`src/hdl/flit_widen_pkg.sv`:
```
// Flit width converter definitions

package flit_widen_pkg;

  // -------------------------------------------------------------------------
  // Widths
  // -------------------------------------------------------------------------

  // Narrow flit accepted on the input port
  localparam int PUSH_WIDTH = 8;
  // Wide word produced on the output port
  localparam int POP_WIDTH = 32;
  // Packet metadata sideband, passed through untouched
  localparam int META_WIDTH = 3;

  // Number of flits that fill one output word
  localparam int RATIO = POP_WIDTH / PUSH_WIDTH;
  // Wide enough for a slice index and for the don't-care count
  localparam int ID_WIDTH = $clog2(RATIO);

  // First flit of a word lands in the most-significant slice
  localparam bit MS_FIRST = 1'b1;

  // -------------------------------------------------------------------------
  // Payloads
  // -------------------------------------------------------------------------

  // One narrow flit with its packet markers
  typedef struct packed {
    logic [PUSH_WIDTH-1:0] data;
    logic                  last;
    logic [META_WIDTH-1:0] meta;
  } push_flit_t;

  // One rebuilt word, with the number of zero-filled tail slices
  typedef struct packed {
    logic [POP_WIDTH-1:0]  data;
    logic                  last;
    logic [ID_WIDTH-1:0]   dont_care_count;
    logic [META_WIDTH-1:0] meta;
  } pop_flit_t;

endpackage

```
`src/hdl/flit_flow_if.sv`:
```
// Ready/valid flow interface

`timescale 1ns/1ps

// A transfer happens on a clock edge that sees valid and ready both high.
// The source keeps valid and payload steady until that transfer
interface flit_flow_if #(
  parameter type payload_t = logic
);

  // Source has something to hand over
  logic     valid;
  // Sink can take it this cycle
  logic     ready;
  // Whatever the stage carries
  payload_t payload;

  // Producer side of the link
  modport source (
    output valid,
    output payload,
    input  ready
  );

  // Consumer side of the link
  modport sink (
    input  valid,
    input  payload,
    output ready
  );

endinterface

```
`src/hdl/flit_reg_slice.sv`:
```
// Skid register slice

`timescale 1ns/1ps

module flit_reg_slice #(
  parameter type payload_t = logic
) (
  input logic       clk,
  input logic       rst_n,
  flit_flow_if.sink   up,
  flit_flow_if.source dn
);

  // -------------------------------------------------------------------------
  // Storage
  // -------------------------------------------------------------------------

  // The main entry drives the output; the skid entry catches a value that
  // arrives while the main entry is stalled downstream
  logic     main_valid;
  logic     skid_valid;
  payload_t main_data;
  payload_t skid_data;

  logic up_xfer;
  logic dn_xfer;
  // Main entry is free to take a new value this cycle
  logic main_load;

  assign up_xfer   = up.valid && up.ready;
  assign dn_xfer   = dn.valid && dn.ready;
  assign main_load = !main_valid || dn_xfer;

  // Ready comes straight from a flop, so upstream never sees a combinational
  // path through this slice. It only drops once the skid entry holds data,
  // which means both entries are full
  assign up.ready = !skid_valid;

  assign dn.valid   = main_valid;
  assign dn.payload = main_data;

  // -------------------------------------------------------------------------
  // Control
  // -------------------------------------------------------------------------

  always_ff @(posedge clk or negedge rst_n) begin
    if (!rst_n) begin
      main_valid <= 1'b0;
      skid_valid <= 1'b0;
    end else if (main_load) begin
      // Skid drains first so ordering is kept
      if (skid_valid) begin
        main_valid <= 1'b1;
        skid_valid <= 1'b0;
      end else begin
        main_valid <= up_xfer;
      end
    end else if (up_xfer) begin
      // Main is stalled, park the new value
      skid_valid <= 1'b1;
    end
  end

  // Payload registers follow the same selection as the valid bits
  always_ff @(posedge clk) begin
    if (main_load) begin
      if (skid_valid) begin
        main_data <= skid_data;
      end else if (up_xfer) begin
        main_data <= up.payload;
      end
    end else if (up_xfer) begin
      skid_data <= up.payload;
    end
  end

  // A stalled output word must be presented unchanged on the next cycle
  dn_hold_a: assert property (@(posedge clk) disable iff (!rst_n)
    (dn.valid && !dn.ready) |=> (dn.valid && $stable(dn.payload)));

endmodule

```
`src/hdl/flit_deserializer.sv`:
```
// Narrow to wide flit deserializer

`timescale 1ns/1ps

module flit_deserializer (
  input logic       clk,
  input logic       rst_n,
  flit_flow_if.sink   push,
  flit_flow_if.source pop
);

  // Index of the final slice in a word
  localparam logic [flit_widen_pkg::ID_WIDTH-1:0] LAST_IDX =
    flit_widen_pkg::ID_WIDTH'(flit_widen_pkg::RATIO - 1);

  // -------------------------------------------------------------------------
  // Handshake and slice index
  // -------------------------------------------------------------------------

  // Slice that the flit at the input belongs to
  logic [flit_widen_pkg::ID_WIDTH-1:0] idx;

  logic push_fire;
  logic pop_fire;
  // Flit at the input closes the current word
  logic completing;

  assign completing = push.payload.last || (idx == LAST_IDX);
  assign push_fire  = push.valid && push.ready;
  assign pop_fire   = pop.valid && pop.ready;

  // Early flits are always taken since they only go into staging.
  // The completing flit waits until the word can leave, so the upstream
  // slice keeps holding it
  assign push.ready = !completing || pop.ready;

  // The word is complete in the same cycle its closing flit shows up
  assign pop.valid = push.valid && completing;

  // Counter restarts on every popped word; otherwise it steps per flit
  always_ff @(posedge clk or negedge rst_n) begin
    if (!rst_n) begin
      idx <= '0;
    end else if (pop_fire) begin
      idx <= '0;
    end else if (push_fire) begin
      idx <= idx + 1'b1;
    end
  end

  // -------------------------------------------------------------------------
  // Staging registers
  // -------------------------------------------------------------------------

  // One entry per slice except the last, which never needs holding
  logic [flit_widen_pkg::RATIO-2:0][flit_widen_pkg::PUSH_WIDTH-1:0] stage;

  // Demux by index. A non-completing flit never has idx at LAST_IDX
  always_ff @(posedge clk) begin
    if (push_fire && !completing) begin
      stage[idx] <= push.payload.data;
    end
  end

  // -------------------------------------------------------------------------
  // Word assembly
  // -------------------------------------------------------------------------

  logic [flit_widen_pkg::RATIO-1:0][flit_widen_pkg::PUSH_WIDTH-1:0] slice_val;
  logic [flit_widen_pkg::POP_WIDTH-1:0] word_data;
  flit_widen_pkg::pop_flit_t            pop_word;

  for (genvar i = 0; i < flit_widen_pkg::RATIO; i++) begin : g_slice
    // Slice 0 sits at the top of the word when the stream is MS first
    localparam int LSB = flit_widen_pkg::MS_FIRST ?
      (flit_widen_pkg::RATIO - 1 - i) * flit_widen_pkg::PUSH_WIDTH :
      i * flit_widen_pkg::PUSH_WIDTH;

    if (i < flit_widen_pkg::RATIO - 1) begin : g_staged
      // Earlier slices come from staging, the current one passes through,
      // and anything past the index is zero filled
      assign slice_val[i] =
        (flit_widen_pkg::ID_WIDTH'(i) < idx)  ? stage[i] :
        (flit_widen_pkg::ID_WIDTH'(i) == idx) ? push.payload.data :
        '0;
    end else begin : g_tail
      // Last slice only ever holds the flit that fills the word
      assign slice_val[i] = (idx == LAST_IDX) ? push.payload.data : '0;
    end

    assign word_data[LSB +: flit_widen_pkg::PUSH_WIDTH] = slice_val[i];
  end

  // Sideband fields are sampled from the completing flit
  always_comb begin
    pop_word.data            = word_data;
    pop_word.last            = push.payload.last;
    pop_word.dont_care_count = LAST_IDX - idx;
    pop_word.meta            = push.payload.meta;
  end

  assign pop.payload = pop_word;

  // -------------------------------------------------------------------------
  // Checks
  // -------------------------------------------------------------------------

  // Output only exists while its completing flit is on the input
  pop_needs_push_a: assert property (@(posedge clk) disable iff (!rst_n)
    pop.valid |-> push.valid);

  // Short words only happen at the end of a packet
  short_word_a: assert property (@(posedge clk) disable iff (!rst_n)
    (pop.valid && idx != LAST_IDX) |->
      (pop.payload.last && pop.payload.dont_care_count != '0));

  // Staging relies on the upstream stage holding a refused flit
  push_hold_a: assert property (@(posedge clk) disable iff (!rst_n)
    (push.valid && !push.ready) |=> (push.valid && $stable(push.payload)));

endmodule

```
`src/hdl/flit_widen_top.sv`:
```
// Flit widener top level

`timescale 1ns/1ps

module flit_widen_top (
  input  logic                                  clk,
  input  logic                                  rst_n,
  // Narrow flit input
  input  logic                                  in_valid,
  output logic                                  in_ready,
  input  logic [flit_widen_pkg::PUSH_WIDTH-1:0] in_data,
  input  logic                                  in_last,
  input  logic [flit_widen_pkg::META_WIDTH-1:0] in_meta,
  // Wide word output
  output logic                                  out_valid,
  input  logic                                  out_ready,
  output logic [flit_widen_pkg::POP_WIDTH-1:0]  out_data,
  output logic                                  out_last,
  output logic [flit_widen_pkg::ID_WIDTH-1:0]   out_dont_care_count,
  output logic [flit_widen_pkg::META_WIDTH-1:0] out_meta
);

  // -------------------------------------------------------------------------
  // Links between the stages
  // -------------------------------------------------------------------------

  // Boundary links that bundle the plain ports
  flit_flow_if #(.payload_t(flit_widen_pkg::push_flit_t)) in_port ();
  flit_flow_if #(.payload_t(flit_widen_pkg::pop_flit_t))  out_port ();

  // Internal links on either side of the deserializer
  flit_flow_if #(.payload_t(flit_widen_pkg::push_flit_t)) in_flow ();
  flit_flow_if #(.payload_t(flit_widen_pkg::pop_flit_t))  out_flow ();

  // Pack the input pins
  assign in_port.valid        = in_valid;
  assign in_port.payload.data = in_data;
  assign in_port.payload.last = in_last;
  assign in_port.payload.meta = in_meta;
  assign in_ready             = in_port.ready;

  // Unpack onto the output pins
  assign out_valid           = out_port.valid;
  assign out_data            = out_port.payload.data;
  assign out_last            = out_port.payload.last;
  assign out_dont_care_count = out_port.payload.dont_care_count;
  assign out_meta            = out_port.payload.meta;
  assign out_port.ready      = out_ready;

  // -------------------------------------------------------------------------
  // Pipeline
  // -------------------------------------------------------------------------

  // Holds each flit steady until the deserializer takes it
  flit_reg_slice #(.payload_t(flit_widen_pkg::push_flit_t)) u_ingress (
    .clk   (clk),
    .rst_n (rst_n),
    .up    (in_port.sink),
    .dn    (in_flow.source)
  );

  flit_deserializer u_deser (
    .clk   (clk),
    .rst_n (rst_n),
    .push  (in_flow.sink),
    .pop   (out_flow.source)
  );

  // Cuts the combinational ready path from out_ready
  flit_reg_slice #(.payload_t(flit_widen_pkg::pop_flit_t)) u_egress (
    .clk   (clk),
    .rst_n (rst_n),
    .up    (out_flow.sink),
    .dn    (out_port.source)
  );

endmodule

```
`config.mk`:
```
export PLATFORM = sky130hd
export DESIGN_NAME = flit_widen_top
export DESIGN_NICKNAME = d
export VERILOG_FILES = /design/src/hdl/flit_widen_pkg.sv /design/src/hdl/flit_flow_if.sv /design/src/hdl/flit_reg_slice.sv /design/src/hdl/flit_deserializer.sv /design/src/hdl/flit_widen_top.sv
export SDC_FILE = /design/constraint.sdc
export NUM_CORES = 1
export LEC_CHECK = 0
export BUFFER_PORTS_ARGS = -buffer_cell sky130_fd_sc_hd__buf_2
export CELL_PAD_IN_SITES_DETAIL_PLACEMENT = 0
export CELL_PAD_IN_SITES_GLOBAL_PLACEMENT = 2
export CORE_MARGIN = 2
export CORE_UTILIZATION = 39
export DETAILED_ROUTE_END_ITERATION = 8
export GPL_TIMING_DRIVEN = 0
export PLACE_DENSITY_LB_ADDON = 0.1
export SLEW_MARGIN = 20
export SYNTH_ARGS = -nofsm -noshare
export SYNTH_HDL_FRONTEND = slang
export SYNTH_SLANG_ARGS = --single-unit
export TNS_END_PERCENT = 5
```
`constraint.sdc`:
```
create_clock -name clk -period 3.7 [get_ports clk]
set_clock_uncertainty 0.05 [all_clocks]
set_input_delay 0.185 -clock clk [delete_from_list [all_inputs] [get_ports clk]]
set_output_delay 0.185 -clock clk [all_outputs]
set_load 0.1 [all_outputs]
```
==> results.json, run 1 <==
{
  "synthesis.nets": 329,
  "syn_inst": 308,
  "die_y_um": 119,
  "max_freq_mhz": 387,
  "p_sw_share_pct": 33.8,
  "finalCoreUtilization_pct": 49.9,
  "grt.total_usage_pct": 15.0,
  "worst_pin_slew_ns": 0.783,
  "antenna_found_initial": 0,
  "clkPwrFrac_pct": 33.8,
  "hold_viol_final": 0,
  "clockBufferDepth": 2,
  "totalWireLength_mm": 9.78,
  "numCtsBuffers": 17,
  "cap_violations": 0,
  "finalWorstSetupSlack_ns": 1.12,
  "required_ns": 3.77,
  "p_int_w": 0.00348,
  "rrSetupSlack_ns": 1.12,
  "cts_sinks": 130,
  "setup_violations": 0,
  "setup_tns_ns": 0,
  "end_kind": "flip-flop",
  "fillers": 1161,
  "net-switching-power_w": 0.00177,
  "synth_area_leaders": "edfxtp_1 72%, mux2_2 5.2%, mux2_4 4.6%",
  "r2r_cells": 6,
  "htreeDepth": 4,
  "dieArea_sq_um": 14200,
  "crit_arrival_ns": 2.66,
  "antenna_cells": 0,
  "seqPwrFrac_pct": 37.8,
  "drive_gt1_share_pct": 34.3,
  "power.share.combinational_pct": 28.4,
  "synth.ff_latch_count": 130,
  "grt_max_degree": 23,
  "ys_types": 31,
  "dp_slack_ns": 1.04,
  "hp-class": "input port to async pin",
  "slew_viol_final": 0,
  "drt_first_pass_iters": 5,
  "synth_warnings": 0,
  "synth_area_leader_cell": "edfxtp_1",
  "outcome": "completed",
  "syn_to_final_growth_pct": 26.4,
  "num_vias": 2776,
  "num-nets-final": 422,
  "overflow": 0,
  "grt_pass1_wl_mm": 15.4,
  "cp_max_fo": 10,
  "wire_per_inst_um": 16.6,
  "synth_edf_count": 124,
  "cp-start-kind": "flip-flop",
  "die_width_um": 119,
  "rsz0062_at_grt": "no",
  "grt_pass1_vias": 2766,
  "syn_avg_cell_area_sq_um": 16.8,
  "clk_latency_ns": 0.42,
  "power_density_nw_per_um2": 800,
  "holdWs_ns": 0.0699,
  "start_util_pct": 39.5,
  "post-place-cells": 544,
  "routabilityCongestion": 0.708,
  "yosys-top-cells-count": "124 x edfxtp_1, 35 x nand2_1, 24 x mux2_2",
  "ys.flop_type": "edfxtp_1",
  "yosysMostFrequentCell": "edfxtp_1",
  "clk_pin_slew_worst_paths_ns": 0.06,
  "port_buffers": 55,
  "yosysSeqAreaShare_pct": 74.7,
  "worst_ir_drop_vdd_mv": 0.329,
  "worst-setup-path-type": "flip-flop to flip-flop",
  "rr_endpoint": "u_egress.skid_data[18]",
  "num_rows": 42,
  "viasPerCell": 4.71,
  "ant_nets": 0,
  "fin_crit_ns": 2.58,
  "dp_hpwl_mm": 6.18,
  "yosys.area.top_type_share_pct": 71.8,
  "min_period_over_period_pct": 69.8,
  "fin_cells": 590,
  "ioPinCount": 56,
  "cp-startpoint": "u_deser.idx[0]",
  "synth-async-reset-ratio_pct": 4.62,
  "drc_errors": 0,
  "cts_tree": "built",
  "synth_area_sq_um": 5190,
  "drt_iter0_markers": 120,
  "fp.coreArea_sq_um": 13100,
  "r2r-start": "u_deser.idx[0]",
  "cts_resized": 0,
  "power_leakage_nw": 2.51,
  "root_buffer": "clkbuf_16",
  "slew_headroom_pct": 47.3
}
==> flip-flops by register name, indices dropped and copies added, names as in the netlist, 2 cells and up <==
signal                flops
u_egress.dn.payload      38
u_egress.skid_data       38
u_deser.stage            24
u_ingress.dn.payload     12
u_ingress.skid_data      12
u_deser.idx               2
==> how the worst max path moves through the flow <==
stage / depth (start not counted) / endpoint
floorplan: 2 / u_egress.dn.payload[0]
global placement: 4 / u_egress.dn.payload[4]
detailed placement: 6 / u_egress.skid_data[18]
CTS: 6 / u_egress.skid_data[21]
global route: 6 / u_egress.skid_data[21]
finish: 6 / u_egress.skid_data[18]
==> stage by stage <==
step	cell area (sq um)	power, W
finish	6560	0.00525
global route	6560	0.00545
CTS	6560	0.00531
detailed placement	5790	0.00351
global placement	5690	0.00348
floorplan	5190	0.00322
==> power groups by stage <==
stage | Combinational, W | Clock, W | Sequential, W
after detailed placement | 0.00150 | 0 | 0.00202
after CTS | 0.00151 | 0.00181 | 0.00199
after global placement | 0.00146 | 0 | 0.00202
final | 0.00149 | 0.00177 | 0.00198
after floorplan | 0.000506 | 0 | 0.00272
after global routing | 0.00158 | 0.00186 | 0.00201
==> per-layer routing <==
metal  GRT usage (%)  part of all wire (%)  vias to the layer above
li1                -                     -                     1346
met1            20.0                    48                     1347
met2            22.4                    45                       67
met3            4.21                   4.0                       16
met4            7.72                   2.4                        0
met5               0                     0                        -
==> logic make-up (layout without fill, tap and decap cells) <==
family                   Yosys count  count (layout)  synth area share, %
AO/OA/AOI/OAI                     27              27                 3.40
adder cells (fa/ha/maj)            5               5                 1.21
buffers and inverters             20             126                 1.88
flip-flops                       130             130                 74.7
multiplexers                      40              40                 9.84
AND/OR/NAND/NOR                   86              86                 9.00
==> layout by cell type, fill, tap and decap left out, types with 2 or more instances in the layout <==
cell type,count
mux2_2,24
a31oi_1,16
edfxtp_1,124
clkinv_1,2
buf_4,2
clkinv_2,5
nor2_1,2
nor2b_1,16
nand2_1,35
ha_1,5
buf_1,2
mux2_4,16
o21ai_0,4
bufinv_16,5
clkbuf_16,17
nand3b_1,16
and2_1,11
buf_6,2
dlygate4sd3_1,14
clkbuf_1,6
dfrtp_1,6
buf_2,61
buf_8,3
inv_1,4
==> final cells by class <==
cell class	instances	area, sq um	share of cell area, %
Buffer	15	78.8	1.20
Tap cell	176	220	3.36
Clock inverter	13	190	2.90
Timing Repair Buffer	74	499	7.61
Inverter	5	18.8	0.286
Sequential cell	130	3870	59.1
Clock buffer	19	433	6.60
Multi-Input combinational cell	158	1240	19.0
==> repair_timing <==
item	4_1_cts	5_1_grt
hold endpoints to repair	20	0
hold buffers	14	0
setup buffers	0	0
==> worst max-delay path, cell delays in order, from the launching register on <==
cell and delay [ns]:
dfrtp_1 0.47, ha_1 0.26, buf_2 0.24, o21ai_0 0.29, nor3_4 0.59, buf_8 0.23
buf_8 0.16
(Power assumes the default switching activity.)
==> run 2: changes to the inputs <==
- ABC_AREA: unset -> 1
- CORE_UTILIZATION: 39 -> 36
- clock period: 3.7 -> 2.35 ns (I/O delays scaled with it)
==> run 2 against run 1 <==
Wire length grew 4.1%; maximum frequency grew 20%; utilization shrank 3.0 points; synthesized area shrank 0.19%.
==> results.json, run 2 <==
{
  "worst-setup-path-type": "flip-flop to flip-flop",
  "slew_viol_final": 0,
  "num-nets-final": 526,
  "yosysSeqAreaShare_pct": 74.8,
  "start_util_pct": 37.0,
  "worstHoldStart": "out_ready",
  "numCtsBuffers": 17,
  "min_period_over_period_pct": 91.9,
  "totalWireLength_mm": 10.2,
  "holdWs_ns": 0.0326,
  "holdPathEnd": "u_egress.skid_valid",
  "cpPeakStageDelay_ns": 0.47,
  "p_sw_share_pct": 31.1,
  "synth_edf_count": 124,
  "die_y_um": 124,
  "critical_path.top_delay_family": "simple AND/OR/NAND/NOR gates",
  "ioPinCount": 56,
  "cpMostUsedCell": "nor2_4",
  "end_kind": "flip-flop",
  "worst_pin_slew_ns": 0.584,
  "antenna_found_initial": 0,
  "drt_iter0_markers": 199,
  "dp_hpwl_mm": 6.67,
  "clockBufferDepth": 2,
  "routabilityCongestion": 0.699,
  "mostFrequentLayoutCell": "nand2_1",
  "ys_types": 17,
  "viasPerCell": 4.51,
  "post-place-cells": 651,
  "final_cell_mix": "176 x nand2_1, 124 x edfxtp_1, 64 x buf_2, 18 x inv_1, 17 x clkbuf_16",
  "worst_ir_drop_vdd_mv": 0.452,
  "dieArea_sq_um": 15400,
  "outcome": "completed",
  "worstPathCellList": "ha_1 -> buf_6 -> nor2_4 -> nor2_4 -> nand2_1 -> nor2_4 -> buf_12",
  "clkPwrFrac_pct": 38.7,
  "required_ns": 2.41,
  "yosys.area.top_type_share_pct": 71.9,
  "grt_pass1_wl_mm": 16.2,
  "htreeDepth": 4,
  "synth_area_leaders": "edfxtp_1 72%, nand2_1 13%, dfrtp_1 2.9%",
  "port_buffers": 55,
  "cts_sinks": 130,
  "seqPwrFrac_pct": 38.6,
  "grt_pass1_vias": 3085,
  "grt_max_degree": 28,
  "synth_warnings": 0,
  "num_vias": 3146,
  "rsz0062_at_grt": "no",
  "synth_area_sq_um": 5180,
  "max_freq_mhz": 463,
  "power.share.combinational_pct": 22.7,
  "fin_cells": 697,
  "hp-class": "input port to flip-flop",
  "cap_violations": 0,
  "cp_num_buf_inv": 2,
  "hold_viol_final": 0,
  "synthesis.nets": 435,
  "cp-start-kind": "flip-flop",
  "slew_headroom_pct": 61.0,
  "clk_latency_ns": 0.41,
  "grt.total_usage_pct": 14.7,
  "syn_inst": 414,
  "p_int_w": 0.00533,
  "wire_per_inst_um": 14.6,
  "drive_gt1_share_pct": 21.7,
  "yosys-top-cells-count": "176 x nand2_1, 124 x edfxtp_1, 19 x nor2_1, 18 x inv_1, 11 x o21ai_0",
  "cp_max_fo": 22,
  "rr_endpoint": "u_egress.skid_data[20]",
  "fillers": 1297,
  "syn_to_final_growth_pct": 26.7,
  "cts_tree": "built",
  "drc_errors": 0,
  "overflow": 0,
  "die_width_um": 124,
  "cp_slowest_cell": "dfrtp_1",
  "root_buffer": "clkbuf_16",
  "net-switching-power_w": 0.00241,
  "finalCoreUtilization_pct": 46.9,
  "setup_violations": 0,
  "rrSetupSlack_ns": 0.19,
  "r2r_cells": 7,
  "min_path_cells": 4,
  "crit_arrival_ns": 2.22,
  "ys.flop_type": "edfxtp_1",
  "fin_crit_ns": 2.16,
  "synth_area_leader_cell": "edfxtp_1",
  "clk_pin_slew_worst_paths_ns": 0.05,
  "yosysMostFrequentCell": "nand2_1",
  "drt_first_pass_iters": 4,
  "synth-async-reset-ratio_pct": 4.62,
  "num_rows": 43,
  "antenna_cells": 0,
  "power_leakage_nw": 2.72,
  "cts_setup_buffers": 0,
  "synth.ff_latch_count": 130,
  "r2r-start": "u_deser.idx[1]",
  "post_dp_cell_area_sq_um": 5730,
  "power_density_nw_per_um2": 1180,
  "syn_avg_cell_area_sq_um": 12.5,
  "fp.coreArea_sq_um": 14000,
  "fin_total_pwr_w": 0.00774,
  "ant_nets": 0,
  "design_area_sq_um": 6560
}
## run 2: area by class of cell
cell class	instances	area, sq um	share of cell area [%]
Inverter	22	90.1	1.37
Tap cell	180	225	3.43
Clock buffer	18	429	6.54
Sequential cell	130	3870	59.1
Buffer	17	131	2.00
Clock inverter	13	239	3.64
Multi-Input combinational cell	245	1100	16.8
Timing Repair Buffer	72	465	7.10
## run 2: what timing repair did
| action | CTS | global route |
|---|---|---|
| hold buffers | 15 | 0 |
| endpoints found under the setup margin | 8 | 20 |
| resized for setup | 1 | 2 |
| endpoints found under the hold margin | 32 | 0 |
## run 2: metal layers
layer	wire length [um]	track usage, %	vias to the layer above
li1	-	-	1591
met4	248	7.23	0
met5	0	0	-
met1	4700	18.5	1472
met3	383	4.40	19
met2	4860	23.2	64
## run 2: kinds of logic after synthesis
family,count (synthesis),synth area share [%]
simple gates,205,15.3
buf+inv,39,4.28
flops,130,74.8
fa+ha+maj,5,1.21
compound gates,35,4.35
## run 2: metrics by stage
stage	setup TNS [ns]	worst slack, ns
global route	0	0.0125
floorplan	-1.85	-0.0486
global placement	-25.40	-0.560
detailed placement	0	0.00256
CTS	0	0.0748
finish	0	0.191
## run 2: power by group through the flow
stage	Sequential (W)	Clock, W	Combinational [W]
final	0.00299	0.00299	0.00176
after global routing	0.00301	0.00315	0.00191
after CTS	0.00299	0.00306	0.00178
after detailed placement	0.00304	0	0.00175
after global placement	0.00303	0	0.00173
after floorplan	0.00383	0	0.000607
## run 2: worst max-delay path by stage
| stage | start | end | slack (ns) | cells after the start |
|---|---|---|---|---|
| 6_report | u_deser.idx[1] | u_egress.skid_data[20] | 0.19 | 7 |
| 4_1_cts | u_deser.idx[1] | u_ingress.skid_data[4] | 0.07 | 6 |
| 2_1_floorplan | u_egress.dn.valid | u_egress.dn.payload[0] | -0.05 | 3 |
| 3_5_place_dp | u_deser.idx[1] | u_deser.stage[6] | 0.003 | 6 |
| 3_3_place_gp | u_deser.idx[1] | u_egress.dn.payload[1] | -0.56 | 6 |
| 5_1_grt | u_deser.idx[1] | u_egress.skid_data[17] | 0.01 | 7 |
## run 2: worst min-delay path: stages
cell,delay [ns]
buf_2,0.07
nor2_1,0.06
inv_1,0.13
nor2_1,0.06
